<file path="src/rtl/flash_cmd_pkg.sv">
package flash_cmd_pkg;

    localparam int OP_BITS   = 8;
    localparam int ADDR_BITS = 24;
    localparam int SR_BITS   = 8;       // Status register length

    ////////////////////
    // Single-bit SPI command set

    localparam logic [OP_BITS-1:0] OP_READ = 8'h03;    // Normal read
    localparam logic [OP_BITS-1:0] OP_WREN = 8'h06;    // Write enable
    localparam logic [OP_BITS-1:0] OP_SE   = 8'h20;    // 4 KB sector erase
    localparam logic [OP_BITS-1:0] OP_PP   = 8'h02;    // Page program
    localparam logic [OP_BITS-1:0] OP_RDSR = 8'h05;    // Read status register

    // Status register bits
    localparam int SR_WIP = 0;          // Write in progress

    ////////////////////
    // Shift frame

    // Opcode plus address, or one data word
    typedef union packed {
        struct packed {
            logic [OP_BITS-1:0]   opcode;
            logic [ADDR_BITS-1:0] addr;
        } cmd;
        logic [OP_BITS+ADDR_BITS-1:0] data;
    } flash_frame_u;

endpackage

</file>
<file path="src/rtl/spi_link_pkg.sv">
package spi_link_pkg;

    // Data word carried by one read or program frame
    localparam int WORD_BITS = 32;

    // Bit-count ports between sequencer and engine
    localparam int CNT_BITS = 6;

    // SCK half-period in clock cycles
    localparam int DEFAULT_PRESCALE = 4;

endpackage

</file>
<file path="src/rtl/spi_engine.sv">
module spi_engine
    import flash_cmd_pkg::*;
    import spi_link_pkg::*;
#(
    parameter int PRESCALE = DEFAULT_PRESCALE
) (
    input  logic                i_clk,
    input  logic                i_reset,

    input  logic                frame_go,
    input  logic                hold_cs,
    input  flash_frame_u        tx_frame,
    input  logic [CNT_BITS-1:0] tx_bits,
    input  logic [CNT_BITS-1:0] rx_bits,
    output logic                frame_done,
    output flash_frame_u        rx_frame,

    output logic                cs_n,
    output logic                sck,
    output logic                mosi,
    input  logic                miso
);

    localparam int PS_BITS = (PRESCALE > 1) ? $clog2(PRESCALE) : 1;
    localparam logic [PS_BITS-1:0] PS_MAX = PS_BITS'(PRESCALE - 1);

    localparam logic [1:0]
        ENG_IDLE  = 2'd0,
        ENG_SHIFT = 2'd1,
        ENG_GAP   = 2'd2;   // CS high before frame_done

    logic [1:0]           st;
    logic [PS_BITS-1:0]   ps_cnt;
    logic [CNT_BITS:0]    bit_cnt;      // Bits left, current one included
    logic [CNT_BITS:0]    total;
    logic [CNT_BITS-1:0]  rx_cnt;
    logic                 hold_q;
    logic [WORD_BITS-1:0] tx_sr;
    logic [WORD_BITS-1:0] rx_sr;

    logic tick;
    logic rise;
    logic fall;
    logic last_fall;
    logic gap_end;
    logic finish;

    assign total     = {1'b0, tx_bits} + {1'b0, rx_bits};
    assign tick      = (st == ENG_SHIFT) && (ps_cnt == PS_MAX);
    assign rise      = tick && !sck;
    assign fall      = tick && sck;
    assign last_fall = fall && (bit_cnt == 1);
    assign gap_end   = (st == ENG_GAP) && (ps_cnt == PS_MAX);
    assign finish    = (last_fall && hold_q) || gap_end;

    assign mosi = tx_sr[WORD_BITS-1];   // MSB first

    ////////////////////
    // Prescaler, SCK and chip select

    always_ff @(posedge i_clk) begin
        if (i_reset) begin
            st         <= ENG_IDLE;
            ps_cnt     <= '0;
            bit_cnt    <= '0;
            hold_q     <= 1'b0;
            sck        <= 1'b0;
            cs_n       <= 1'b1;
            frame_done <= 1'b0;
        end else begin
            frame_done <= finish;
            case (st)
                ENG_IDLE: begin
                    if (frame_go) begin
                        ps_cnt  <= '0;
                        bit_cnt <= total;
                        hold_q  <= hold_cs;
                        // A frame without bits only releases CS
                        if (total == 0) begin
                            st   <= ENG_GAP;
                            cs_n <= 1'b1;
                        end else begin
                            st   <= ENG_SHIFT;
                            cs_n <= 1'b0;
                        end
                    end
                end
                ENG_SHIFT: begin
                    if (tick) begin
                        ps_cnt <= '0;
                        sck    <= ~sck;
                        if (fall)
                            bit_cnt <= bit_cnt - 1'b1;
                    end else begin
                        ps_cnt <= ps_cnt + 1'b1;
                    end
                    if (last_fall) begin
                        if (hold_q) begin
                            st <= ENG_IDLE;     // Chained frame follows
                        end else begin
                            st   <= ENG_GAP;
                            cs_n <= 1'b1;
                        end
                    end
                end
                ENG_GAP: begin
                    if (gap_end) begin
                        ps_cnt <= '0;
                        st     <= ENG_IDLE;
                    end else begin
                        ps_cnt <= ps_cnt + 1'b1;
                    end
                end
                default: st <= ENG_IDLE;
            endcase
        end
    end

    ////////////////////
    // Shift registers

    always_ff @(posedge i_clk) begin
        if (st == ENG_IDLE && frame_go) begin
            tx_sr  <= tx_frame.data;
            rx_cnt <= rx_bits;
        end
        if (fall)
            tx_sr <= {tx_sr[WORD_BITS-2:0], 1'b0};     // Next bit with SCK low
        if (rise && bit_cnt <= {1'b0, rx_cnt})
            rx_sr <= {rx_sr[WORD_BITS-2:0], miso};
        if (finish)
            rx_frame.data <= rx_sr;                     // Right-aligned
    end

endmodule

</file>
<file path="src/rtl/flash_seq.sv">
module flash_seq
    import flash_cmd_pkg::*;
    import spi_link_pkg::*;
(
    input  logic                 i_clk,
    input  logic                 i_reset,

    input  logic                 start,
    input  logic                 op_cont,
    input  logic                 is_write,
    input  logic [ADDR_BITS-1:0] address,
    input  logic [WORD_BITS-1:0] wr_word,
    output logic [WORD_BITS-1:0] rd_word,
    output logic                 rd_valid,
    output logic                 busy,

    output logic                 frame_go,
    output logic                 hold_cs,
    output flash_frame_u         tx_frame,
    output logic [CNT_BITS-1:0]  tx_bits,
    output logic [CNT_BITS-1:0]  rx_bits,
    input  logic                 frame_done,
    input  flash_frame_u         rx_frame
);

    localparam logic [7:0]
        IDLE         = 8'h01,
        READ_CMD     = 8'h02,
        READ_WORD    = 8'h04,
        WREN         = 8'h08,
        ERASE        = 8'h10,
        PROGRAM      = 8'h20,
        PROGRAM_DATA = 8'h40,
        POLL         = 8'h80;

    localparam logic [CNT_BITS-1:0] N_OP   = CNT_BITS'(OP_BITS);
    localparam logic [CNT_BITS-1:0] N_CMD  = CNT_BITS'(OP_BITS + ADDR_BITS);
    localparam logic [CNT_BITS-1:0] N_WORD = CNT_BITS'(WORD_BITS);
    localparam logic [CNT_BITS-1:0] N_STAT = CNT_BITS'(SR_BITS);

    logic [7:0]           state, state_next;
    logic                 phase, phase_next;        // 0 erase pass, 1 program pass
    logic                 rd_last, rd_last_next;    // Release frame in flight
    logic                 go_next;
    logic                 hold_next;
    flash_frame_u         frame_next;
    logic [CNT_BITS-1:0]  tx_bits_next;
    logic [CNT_BITS-1:0]  rx_bits_next;
    logic                 finish;

    logic [ADDR_BITS-1:0] addr_q;
    logic [WORD_BITS-1:0] word_q;
    logic [WORD_BITS-1:0] rd_word_q;

    function automatic flash_frame_u cmd_frame(input logic [OP_BITS-1:0]   op,
                                               input logic [ADDR_BITS-1:0] addr);
        flash_frame_u f;
        f.cmd.opcode = op;
        f.cmd.addr   = addr;
        return f;
    endfunction

    ////////////////////
    // Operation FSM

    always_comb begin
        state_next   = state;
        phase_next   = phase;
        rd_last_next = rd_last;
        go_next      = 1'b0;
        hold_next    = hold_cs;
        frame_next   = tx_frame;
        tx_bits_next = tx_bits;
        rx_bits_next = rx_bits;
        finish       = 1'b0;

        case (state)
            IDLE: begin
                if (start) begin
                    go_next      = 1'b1;
                    rx_bits_next = '0;
                    if (is_write) begin
                        state_next   = WREN;
                        phase_next   = 1'b0;
                        frame_next   = cmd_frame(OP_WREN, '0);
                        tx_bits_next = N_OP;
                        hold_next    = 1'b0;
                    end else begin
                        state_next   = READ_CMD;
                        frame_next   = cmd_frame(OP_READ, address);
                        tx_bits_next = N_CMD;
                        hold_next    = 1'b1;     // Data follows under the same CS
                    end
                end
            end
            READ_CMD: begin
                if (frame_done) begin
                    state_next   = READ_WORD;
                    go_next      = 1'b1;
                    rd_last_next = 1'b0;
                    tx_bits_next = '0;
                    rx_bits_next = N_WORD;
                    hold_next    = 1'b1;
                end
            end
            READ_WORD: begin
                if (frame_done) begin
                    if (rd_last) begin
                        state_next = IDLE;
                        finish     = 1'b1;
                    end else begin
                        // Next word, or an empty frame that raises CS
                        go_next      = 1'b1;
                        tx_bits_next = '0;
                        rx_bits_next = op_cont ? N_WORD : '0;
                        hold_next    = op_cont;
                        rd_last_next = !op_cont;
                    end
                end
            end
            WREN: begin
                if (frame_done) begin
                    go_next      = 1'b1;
                    tx_bits_next = N_CMD;
                    rx_bits_next = '0;
                    if (!phase) begin
                        state_next = ERASE;
                        frame_next = cmd_frame(OP_SE, addr_q);
                        hold_next  = 1'b0;
                    end else begin
                        state_next = PROGRAM;
                        frame_next = cmd_frame(OP_PP, addr_q);
                        hold_next  = 1'b1;
                    end
                end
            end
            PROGRAM: begin
                if (frame_done) begin
                    state_next      = PROGRAM_DATA;
                    go_next         = 1'b1;
                    frame_next.data = word_q;
                    tx_bits_next    = N_WORD;
                    hold_next       = 1'b0;
                end
            end
            ERASE, PROGRAM_DATA: begin
                if (frame_done) begin
                    state_next   = POLL;
                    go_next      = 1'b1;
                    frame_next   = cmd_frame(OP_RDSR, '0);
                    tx_bits_next = N_OP;
                    rx_bits_next = N_STAT;
                    hold_next    = 1'b0;
                end
            end
            POLL: begin
                if (frame_done) begin
                    if (rx_frame.data[SR_WIP]) begin
                        go_next = 1'b1;         // Same RDSR frame again
                    end else if (!phase) begin
                        state_next   = WREN;
                        phase_next   = 1'b1;
                        go_next      = 1'b1;
                        frame_next   = cmd_frame(OP_WREN, '0);
                        tx_bits_next = N_OP;
                        rx_bits_next = '0;
                    end else begin
                        state_next = IDLE;
                        finish     = 1'b1;
                    end
                end
            end
            default: state_next = IDLE;
        endcase
    end

    assign busy     = (state != IDLE) && !finish;
    assign rd_valid = (state == READ_WORD) && frame_done && !rd_last;
    assign rd_word  = rd_valid ? rx_frame.data : rd_word_q;

    always_ff @(posedge i_clk) begin
        if (i_reset) begin
            state    <= IDLE;
            phase    <= 1'b0;
            rd_last  <= 1'b0;
            frame_go <= 1'b0;
            hold_cs  <= 1'b0;
        end else begin
            state    <= state_next;
            phase    <= phase_next;
            rd_last  <= rd_last_next;
            frame_go <= go_next;
            hold_cs  <= hold_next;
        end
    end

    always_ff @(posedge i_clk) begin
        tx_frame <= frame_next;
        tx_bits  <= tx_bits_next;
        rx_bits  <= rx_bits_next;
        if (state == IDLE && start) begin
            addr_q <= address;
            word_q <= wr_word;
        end
        if (rd_valid)
            rd_word_q <= rx_frame.data;
    end

endmodule

</file>
<file path="src/rtl/flash_ctrl_top.sv">
module flash_ctrl_top
    import flash_cmd_pkg::*;
    import spi_link_pkg::*;
#(
    parameter int PRESCALE = DEFAULT_PRESCALE
) (
    input  logic                 i_clk,
    input  logic                 i_reset,

    // Host side
    input  logic                 start,
    input  logic                 op_cont,
    input  logic                 is_write,
    input  logic [ADDR_BITS-1:0] address,
    input  logic [WORD_BITS-1:0] wr_word,
    output logic [WORD_BITS-1:0] rd_word,
    output logic                 rd_valid,
    output logic                 busy,

    // Flash pins
    output logic                 qspi_cs_n,
    output logic                 qspi_sck,
    output logic                 qspi_mosi,
    input  logic                 qspi_miso
);

    logic                frame_go;
    logic                hold_cs;
    logic                frame_done;
    flash_frame_u        tx_frame;
    flash_frame_u        rx_frame;
    logic [CNT_BITS-1:0] tx_bits;
    logic [CNT_BITS-1:0] rx_bits;

    flash_seq u_seq (
        .i_clk      (i_clk),
        .i_reset    (i_reset),
        .start      (start),
        .op_cont    (op_cont),
        .is_write   (is_write),
        .address    (address),
        .wr_word    (wr_word),
        .rd_word    (rd_word),
        .rd_valid   (rd_valid),
        .busy       (busy),
        .frame_go   (frame_go),
        .hold_cs    (hold_cs),
        .tx_frame   (tx_frame),
        .tx_bits    (tx_bits),
        .rx_bits    (rx_bits),
        .frame_done (frame_done),
        .rx_frame   (rx_frame)
    );

    spi_engine #(
        .PRESCALE (PRESCALE)
    ) u_engine (
        .i_clk      (i_clk),
        .i_reset    (i_reset),
        .frame_go   (frame_go),
        .hold_cs    (hold_cs),
        .tx_frame   (tx_frame),
        .tx_bits    (tx_bits),
        .rx_bits    (rx_bits),
        .frame_done (frame_done),
        .rx_frame   (rx_frame),
        .cs_n       (qspi_cs_n),
        .sck        (qspi_sck),
        .mosi       (qspi_mosi),
        .miso       (qspi_miso)
    );

endmodule

</file>
<file path="config.mk">
export PLATFORM = sky130hd
export DESIGN_NAME = flash_ctrl_top
export DESIGN_NICKNAME = d
export VERILOG_FILES = /design/src/rtl/flash_cmd_pkg.sv /design/src/rtl/spi_link_pkg.sv /design/src/rtl/spi_engine.sv /design/src/rtl/flash_seq.sv /design/src/rtl/flash_ctrl_top.sv
export SDC_FILE = /design/constraint.sdc
export NUM_CORES = 1
export LEC_CHECK = 0
export BUFFER_PORTS_ARGS = -buffer_cell sky130_fd_sc_hd__buf_2
export CORE_ASPECT_RATIO = 0.8
export CORE_MARGIN = 2
export CORE_UTILIZATION = 60
export CTS_BUF_LIST = sky130_fd_sc_hd__clkbuf_2 sky130_fd_sc_hd__clkbuf_4 sky130_fd_sc_hd__clkbuf_8
export DETAILED_ROUTE_END_ITERATION = 7
export PLACE_DENSITY = 0.8
export RECOVER_POWER = 100
export SYNTH_ARGS = -nofsm -noshare
export SYNTH_HDL_FRONTEND = slang
export SYNTH_SLANG_ARGS = --single-unit
export TNS_END_PERCENT = 100
</file>
<file path="constraint.sdc">
create_clock -name i_clk -period 7.5 [get_ports i_clk]
set_clock_uncertainty 0.2 [all_clocks]
set_input_delay 0 -clock i_clk [delete_from_list [all_inputs] [get_ports i_clk]]
set_output_delay 0 -clock i_clk [all_outputs]
set_load 0.05 [all_outputs]
</file>
==> results of run 1 <==
[where the power goes]
part           internal (mW)  switching (mW)  total (mW)  leakage, nW
clock network          0.543           0.523        1.07        0.365
registers               1.83           0.130        1.96         2.24
logic                  0.255           0.504       0.759         1.89
total                   2.62            1.16        3.78         4.49
[registers in the layout (all words and copies together), names as in the netlist, 7 cells and up]
| name | cells |
|---|---|
| u_seq.word_q | 32 |
| u_seq.addr_q | 24 |
| u_engine.bit_cnt | 7 |
| u_engine.rx_frame | 32 |
| u_engine.tx_sr | 32 |
| u_seq.rd_word_q | 32 |
| u_seq.tx_frame | 32 |
| u_engine.rx_sr | 32 |
| u_seq.state | 8 |
[routing by layer]
| layer | track usage [%] | vias up | wire length, um |
|---|---|---|---|
| met2 | 42.1 | 416 | 10900 |
| met3 | 6.63 | 73 | 2130 |
| met4 | 13.5 | 0 | 915 |
| li1 | - | 3342 | - |
| met5 | 0 | - | 0 |
| met1 | 36.4 | 3374 | 9730 |
[cell usage after synthesis, types with 3 or more instances]
| cell | instances | share of area (%) |
|---|---|---|
| nor3_1 | 8 | 0.41 |
| dfxtp_1 | 60 | 12 |
| buf_2 | 15 | 0.76 |
| a211oi_1 | 8 | 0.61 |
| mux2i_1 | 7 | 0.71 |
| a21oi_1 | 25 | 1.3 |
| nand4b_1 | 5 | 0.44 |
| buf_4 | 3 | 0.23 |
| and2_1 | 4 | 0.25 |
| or2_2 | 4 | 0.25 |
| clkbuf_1 | 18 | 0.68 |
| o21ai_0 | 49 | 2.5 |
| or3_1 | 3 | 0.19 |
| a22oi_1 | 27 | 2.1 |
| nor2_1 | 39 | 1.5 |
| nand3_1 | 9 | 0.46 |
| xor2_1 | 5 | 0.44 |
| xnor2_1 | 3 | 0.27 |
| nand2b_1 | 7 | 0.44 |
| o21ai_1 | 3 | 0.15 |
| nand2_1 | 235 | 8.9 |
| nor4_1 | 9 | 0.57 |
| nor2b_1 | 5 | 0.32 |
| buf_1 | 4 | 0.15 |
| edfxtp_1 | 189 | 57 |
| inv_1 | 17 | 0.65 |
| ha_1 | 14 | 1.8 |
| buf_6 | 5 | 0.57 |
[final timing paths]
check                                                   from                               to  slack, ns  depth (start not counted)
worst max-delay path             u_engine.st[1]$_SDFFE_PP0P_   u_engine.rx_frame[8]$_DFFE_PP_       2.42                          6
worst min-delay path                               qspi_miso      u_engine.rx_sr[0]$_DFFE_PP_       0.06                          2
worst max register to register   u_engine.st[1]$_SDFFE_PP0P_   u_engine.rx_frame[8]$_DFFE_PP_       2.42                          6
worst min register to register  u_engine.rx_sr[31]$_DFFE_PP_  u_engine.rx_frame[31]$_DFFE_PP_       0.23                          0
[metrics by stage]
| step | setup slack, ns | cell area (um2) |
|---|---|---|
| after global routing | 1.89 | 12100 |
| after detailed placement | 3.79 | 10500 |
| after global placement | 3.88 | 10500 |
| after floorplan | 2.63 | 9890 |
| after CTS | 3.23 | 12300 |
| final | 2.42 | 12100 |
[area by class of cell]
cell class                 instances  area [um2]
clock inverter                    16        71.3
antenna                            1        2.50
sequential                       249        6880
fill                            1021        3830
clock buffer                      51         627
timing repair buffer             217        1560
inverter                          18        67.6
multi-input combinational        507        2650
tap                              215         269
[cells by family after synthesis]
logic type / share of synthesized area (%)
AO/OA/AOI/OAI: 8.29
XOR/XNOR: 0.709
adder cells (fa/ha/maj): 1.77
buffers and inverters: 3.08
flip-flops: 69.6
multiplexers: 0.709
AND/OR/NAND/NOR: 15.9
[timing repair]
item                                   in CTS  in global routing
endpoints found under the hold margin     115                  0
setup buffers                               0                  0
hold buffers                              112                  0
==> impl_metrics.ini, run 1 <==
[power_and_ir_drop]
ir_drop_mv = 0.170
p_leak_nw = 4.49
totalPowerFinal_mw = 3.78
power.density_nw_per_um2 = 312

[synth]
synth_top_flop_cell = edfxtp_1
ys_ff_latch = 249
syn_nets = 895
synth-seq-area-share_pct = 69.6
syn_area_um2 = 9890
ys_types = 59
synth-edff-count = 189
postSynthAreaPerCell_um2 = 12.1
netlist_instances = 819
synthArstFlopShare_pct = 0
yosysWarnings = 0

[layout]
final_cell_mix = nand2_1, edfxtp_1, dlygate4sd3_1, clkbuf_1, dfxtp_1
layout-drive-gt1-share_pct = 9.36
layout_commonest_cell = nand2_1
nNetsFinal = 1106
final_util_pct = 76.0
synthToLayoutAreaGrowth_pct = 22.7
stdcell_count = 1274

[clocking]
cts_root_buf = clkbuf_8
htreeDepth = 2
cts_tree = done
ctsResizeCount = 0
clkTransAtPathRegs_ns = 0.07
clockBufferDepth = 3
insertion_delay_ns = 0.54
clkSinkCount = 249
cts_buffers = 37

[route]
viasPerCell = 5.66
firstDrtPassIters = 5
drc = 0
wl_um = 23700
wl_per_cell_um = 18.6
postRouteAntennaNets = 0
vias = 7205
drtIter0Drc = 846

[place]
dp_hpwl_um = 11700
gp_congestion = 0.926
dp_cells = 1094
port_buffers = 98

[sta]
final_max_slew_viol_count = 331
max_slew_margin_pct = -106
rsz0062_at_grt = false
tightest_slew_ns = 3.09
fin_crit_sh_pct = 67.7
setup_viol = 0
period_minus_slack_ns = 5.08
finalHoldViolations = 0
max_freq_mhz = 197
setup_tns_ns = 0
hold_slack_ns = 0.0607

[global_route]
antenna_found_initial = 0
grt_pass1_vias = 7129
grt_util_all_layers_pct = 27.2
gr-total-overflow = 0
grt_pass1_wl_um = 37100
grt_max_degree = 67

[worst_setup_path]
cp_top_family = simple AND/OR/NAND/NOR gates
path_buf_inv = 2
critPathMaxStageDelay_ns = 1.63
cp-end-kind = flop
crit_path_start_kind = flop
cp.arrival_ns = 4.98
crit_type = flop to flop
crit_path_top_delay_cell = and3_1
crit_fanout = 66
crit_chain = inv_1 > ha_1 > and3_1 > nand4b_1 > o21ai_0 > clkbuf_1
crit_required_ns = 7.40

[run]
max-cap-violations = 9

[floorplan]
core.rowCount = 41
start_util_pct = 62.0
core_um2 = 16000
io_pins = 99
die_h_um = 119
dieArea_um2 = 17500
fp.dieW_um = 148

[worst_hold_path]
hold_path.class = input pin to flop

[status]
status = complete, but fails checks
failed_checks = max-capacitance violations, max-slew violations
Note: power is estimated with default switching activity, not from simulation.
==> run 2: changes to the inputs <==
- CORE_UTILIZATION: 60 -> 55
- PLACE_DENSITY: 0.8 -> 0.77
- clock period: 7.5 -> 4.58 ns (I/O delays scaled with it)
==> run 2 against run 1 <==
Net effect:
- the run still ends with max-capacitance violations, max-slew violations left
- die area is 8.8% higher
- cell count is 0.71% higher
- highest routed layer unchanged
- final area grew 1.2%
- via count down 3.5%
- first-iteration DRC count down 29%
- critical endpoint is now rd_word[21]
- sequential power rose by 62%
- sequential share of layout area decreased by 0.67 points
- flip-flop and latch count did not move
==> impl_metrics.ini, run 2 (synthesis gave the netlist of run 1 again) <==
[sta]
finalHoldViolations = 0
rsz0062_at_grt = false
tightest_slew_ns = 2.15
period_minus_slack_ns = 4.00
fin_crit_sh_pct = 87.3
setup_viol = 0
max_slew_margin_pct = -43.3
setup_tns_ns = 0
final_max_slew_viol_count = 203
max_freq_mhz = 250

[worst_setup_path]
crit_path_start_kind = flop
crit_required_ns = 4.38
reg2reg_from = u_engine.st[1]$_SDFFE_PP0P_
crit_chain = nor4_1 > and4b_1 > nand2_1 > buf_4 > inv_1 > nand2_1 > nand2_1 > clkbuf_1
r2r_slack_ns = 0.75
crit_path_top_delay_cell = inv_1
crit_type = flop to primary output
crit_path_frequent_cell = nand2_1
reg2reg_to = u_engine.tx_sr[7]$_DFFE_PP_
crit_fanout = 33
cp.arrival_ns = 3.80
critPathMaxStageDelay_ns = 0.75
reg2reg_depth = 5
cp-end-kind = primary output

[global_route]
grt_pass1_wl_um = 34500
grt_pass1_vias = 6741
gr-total-overflow = 0
antenna_found_initial = 0
grt_max_degree = 66
grt_util_all_layers_pct = 23.2

[layout]
layout_commonest_cell = nand2_1
synthToLayoutAreaGrowth_pct = 24.1
final_cell_mix = nand2_1, edfxtp_1, dlygate4sd3_1, dfxtp_1, clkbuf_1
stdcell_count = 1283
nNetsFinal = 1105
layout-drive-gt1-share_pct = 11.5
final_util_pct = 70.2
diodes = 0

[route]
drtIter0Drc = 600
top_layer = met4
vias = 6956
wl_um = 22000
met3_length_um = 1480
met2WireLength_um = 10100
viasPerCell = 5.42
wl_per_cell_um = 17.1
met1Wirelength_um = 9750
drc = 0
postRouteAntennaNets = 0
firstDrtPassIters = 5

[status]
status = complete, but fails checks
failed_checks = max-capacitance violations, max-slew violations

[power_and_ir_drop]
p_leak_nw = 4.60
totalPowerFinal_mw = 6.35
power.density_nw_per_um2 = 517
ir_drop_mv = 0.316

[worst_hold_path]
holdCritStartpoint = address[18]
whs_path_depth = 2
holdPathEnd = u_seq.addr_q[18]$_DFFE_PP_
hold_path.class = input pin to flop

[clocking]
htreeDepth = 2
cts_tree = done
cts_buffers = 37
clockBufferDepth = 3
clkTransAtPathRegs_ns = 0.08
insertion_delay_ns = 0.52
clkSinkCount = 249
ctsResizeCount = 0
cts_root_buf = clkbuf_8
post-cts-setup-buffers = 0

[place]
dp_cells = 1104
port_buffers = 98
gp_congestion = 0.933
dp_hpwl_um = 11700

[run]
max-cap-violations = 5

[floorplan]
io_pins = 99
core.rowCount = 43
dieArea_um2 = 19100
die_h_um = 124
start_util_pct = 56.5
fp.dieW_um = 154
core_um2 = 17500
==> run 2: report_power, final <==
group          switching (mW)  internal (mW)  leakage, nW
combinational           0.805          0.419         1.95
sequential              0.196           2.98         2.24
clock                   0.837           1.11        0.418
==> run 2: stage by stage <==
step	worst slack, ns	instance area, um2	hold WS, ns
3_3_place_gp	1.51	10500	-0.0239
4_1_cts	0.860	12400	0.000696
6_report	0.582	12300	0.0710
5_1_grt	0.319	12300	0.0484
3_5_place_dp	1.43	10500	-0.0219
2_1_floorplan	0.315	9890	-0.101
==> run 2: worst max-delay path by stage <==
stage | from | end | slack (ns) | cells past startpoint
after global placement | u_seq.state[3]$_SDFFE_PP0P_ | u_seq.word_q[10]$_DFFE_PP_ | 1.51 | 4
after global routing | u_seq.state[6]$_SDFFE_PP0P_ | rd_word[25] | 0.32 | 8
after CTS | u_seq.state[6]$_SDFFE_PP0P_ | rd_word[29] | 0.86 | 8
final | u_seq.state[6]$_SDFFE_PP0P_ | rd_word[21] | 0.58 | 8
after floorplan | u_engine.sck$_SDFFE_PP0P_ | u_engine.rx_frame[0]$_DFFE_PP_ | 0.32 | 4
after detailed placement | u_seq.state[6]$_SDFFE_PP0P_ | rd_word[29] | 1.43 | 8
==> run 2: area by class of cell <==
| type | count | area, um2 |
|---|---|---|
| Tap cell | 225 | 282 |
| Multi-Input combinational cell | 507 | 2670 |
| Fill cell | 1213 | 5210 |
| Clock buffer | 54 | 668 |
| Inverter | 18 | 67.6 |
| Sequential cell | 249 | 6880 |
| Timing Repair Buffer | 216 | 1570 |
| Clock inverter | 14 | 136 |
==> run 2: per-layer routing <==
metal,track usage (%),up-vias
met3,4.52,48
met1,32.0,3296
li1,-,3337
met4,8.94,0
met2,37.1,275
met5,0,-
==> run 2: repair_timing <==
action / 4_1_cts / 5_1_grt
setup endpoints to repair: 0 / 0
hold buffers: 111 / 0
endpoints found under the hold margin: 113 / 0
==> run 2: worst max-delay path, delay by kind of cell, from the launching register on <==
family	cells	cell delay [ns]
and+or+nand+nor	5	1.27
buffers and inverters	3	1.47
DFF	1	0.51
==> run 3: changes to the inputs <==
- CORE_ASPECT_RATIO: 0.8 -> 1.75
==> run 3 against run 2 <==
Net effect:
- the flow still finishes with violations (max-capacitance violations, max-slew violations)
- register-to-register slack about the same
- worst hold slack worse by 0.033 ns
- combinational power about the same
- largest power group unchanged
- via count up 0.98%
- worst setup slack better by 0.081 ns
- cell count down 1.2%
- sequential share of layout area up 1.2 points
- wire length up 7.8%
- sequential power about the same
- largest cell class unchanged
- flip-flop and latch count unchanged
- critical path type unchanged
==> impl_metrics.ini, run 3 (synthesis gave the netlist of run 1 again) <==
[global_route]
grt_pass1_vias = 7250
grt_max_degree = 66
grt_pass1_wl_um = 37200
gr-total-overflow = 0
grt_util_all_layers_pct = 24.8
antenna_found_initial = 0

[clocking]
cts_tree = done
clkSinkCount = 249
cts_root_buf = clkbuf_8
clockBufferDepth = 3
insertion_delay_ns = 0.52
htreeDepth = 2
ctsHoldBuffers = 91
post-cts-setup-buffers = 0
cts_buffers = 35
ctsResizeCount = 0
clkTransAtPathRegs_ns = 0.07

[sta]
setup_viol = 0
max_freq_mhz = 255
setup_tns_ns = 0
max_slew_margin_pct = -30.1
rsz0062_at_grt = false
fin_crit_sh_pct = 85.5
finalHoldViolations = 0
final_max_slew_viol_count = 138
period_minus_slack_ns = 3.92
tightest_slew_ns = 1.95

[floorplan]
core.rowCount = 64
dieArea_um2 = 19100
die_h_um = 181
io_pins = 99
start_util_pct = 56.4
fp.dieW_um = 105
core_um2 = 17500

[worst_setup_path]
crit_chain = clkbuf_1 > nor4_1 > and4b_1 > nand2_1 > buf_4 > inv_1 > nand2_1 > nand2_1 > clkbuf_2
cp.arrival_ns = 3.72
crit_required_ns = 4.38
cp_num_cells = 9
crit_type = flop to primary output
path_buf_inv = 4
crit_path_start_kind = flop
critPathMaxStageDelay_ns = 0.78
reg2reg_depth = 7
crit_path_frequent_cell = nand2_1
cp-end-kind = primary output
r2r_slack_ns = 0.74
crit_fanout = 33
reg2reg_to = u_seq.state[4]$_SDFFE_PP0P_
reg2reg_from = u_seq.state[7]$_SDFFE_PP0P_
critPathLaunch = u_seq.state[7]$_SDFFE_PP0P_
crit_path_top_delay_cell = inv_1
cp_top_family = buffers and inverters
critPathCapture = rd_word[27]

[power_and_ir_drop]
power.density_nw_per_um2 = 510
p_leak_nw = 4.56
p_int_mw = 4.28
p_switching_mw = 1.84
ir_drop_mv = 0.348
combPwrFrac_pct = 20.2
p_seq_share_pct = 51.6
pwr-share-clk_pct = 28.2
switching_share_pct = 30.1

[place]
dp_hpwl_um = 13600
gp_congestion = 0.895
port_buffers = 98

[layout]
layout_commonest_cell = nand2_1
final_util_pct = 68.5
nNetsFinal = 1087
layout-drive-gt1-share_pct = 13.0
fillers = 1229
multi_input_comb_area_um2 = 2670
final_cell_mix = nand2_1, edfxtp_1, dlygate4sd3_1, buf_2, dfxtp_1
synthToLayoutAreaGrowth_pct = 21.5
diodes = 0
regArea_um2 = 6880

[route]
drc = 0
vias = 7024
wl_um = 23700
met3_length_um = 942
drtIter0Drc = 441
firstDrtPassIters = 7
viasPerCell = 5.54
top_layer = met4
wl_per_cell_um = 18.7
met1Wirelength_um = 8720
met2WireLength_um = 12800
postRouteAntennaNets = 0

[status]
status = complete, but fails checks
failed_checks = max-capacitance violations, max-slew violations

[worst_hold_path]
hold_path.class = input pin to flop

[run]
max-cap-violations = 5
[run 3: cell count changes in the layout (fill, tap and decap cells not counted), sizes merged]
cell / change
clkbuf: -16
buf: +14
bufinv: -2
inv: +1
dlygate4sd3: -19
clkinv: +1
[run 3: layout make-up]
cell class	count	share of cell area, %
Sequential cell	249	57.2
Multi-Input combinational cell	507	22.2
Timing Repair Buffer	200	11.8
Clock buffer	49	4.94
Tap cell	231	2.41
Clock inverter	14	0.854
Inverter	18	0.562
[run 3: metal layers]
layer / vias to the layer above / track usage, %
met3: 96 / 3.57
met1: 3374 / 27.4
met2: 262 / 46.0
met5: - / 0
li1: 3292 / -
met4: 0 / 11.7
[run 3: through the flow]
stage | instance area, um2 | hold WS (ns) | worst slack, ns | std cells | power [mW]
6_report | 12000 | 0.0378 | 0.663 | 1268 | 6.12
5_1_grt | 12000 | 0.0217 | 0.287 | 1268 | 6.40
4_1_cts | 12100 | 0.00112 | 0.854 | 1267 | 6.14
3_5_place_dp | 10500 | -0.0219 | 1.46 | 1113 | 4.37
3_3_place_gp | 10500 | -0.0227 | 1.45 | 1113 | 4.35
2_1_floorplan | 9890 | -0.101 | 0.315 | 819 | 4.02
[run 3: worst min path at each step]
stage                startpoint                     endpoint  slack (ns)  cells past startpoint
floorplan             qspi_miso  u_engine.rx_sr[0]$_DFFE_PP_       -0.10                      0
global placement      qspi_miso  u_engine.rx_sr[0]$_DFFE_PP_       -0.02                      1
detailed placement  wr_word[13]   u_seq.word_q[13]$_DFFE_PP_       -0.02                      1
CTS                 address[11]   u_seq.addr_q[11]$_DFFE_PP_       0.001                      2
global route        wr_word[25]   u_seq.word_q[25]$_DFFE_PP_        0.02                      2
finish              wr_word[28]   u_seq.word_q[28]$_DFFE_PP_        0.04                      2
[run 3: power groups by stage]
| stage | combinational, mW | clock, mW | sequential [mW] |
|---|---|---|---|
| 4_1_cts | 1.26 | 1.75 | 3.14 |
| 6_report | 1.24 | 1.73 | 3.16 |
| 3_5_place_dp | 1.19 | 0 | 3.18 |
| 2_1_floorplan | 0.900 | 0 | 3.12 |
| 3_3_place_gp | 1.18 | 0 | 3.17 |
| 5_1_grt | 1.37 | 1.84 | 3.20 |
[run 3: worst reg2reg max path, stage by stage, from the launching register on]
cell and delay [ns]:
dfxtp_1 0.62, clkbuf_1 0.42, nor4_1 0.14, nand4b_1 0.38, o21ai_0 0.16, a221oi_1 1.40
mux2i_1 0.31, nor2_1 0.07
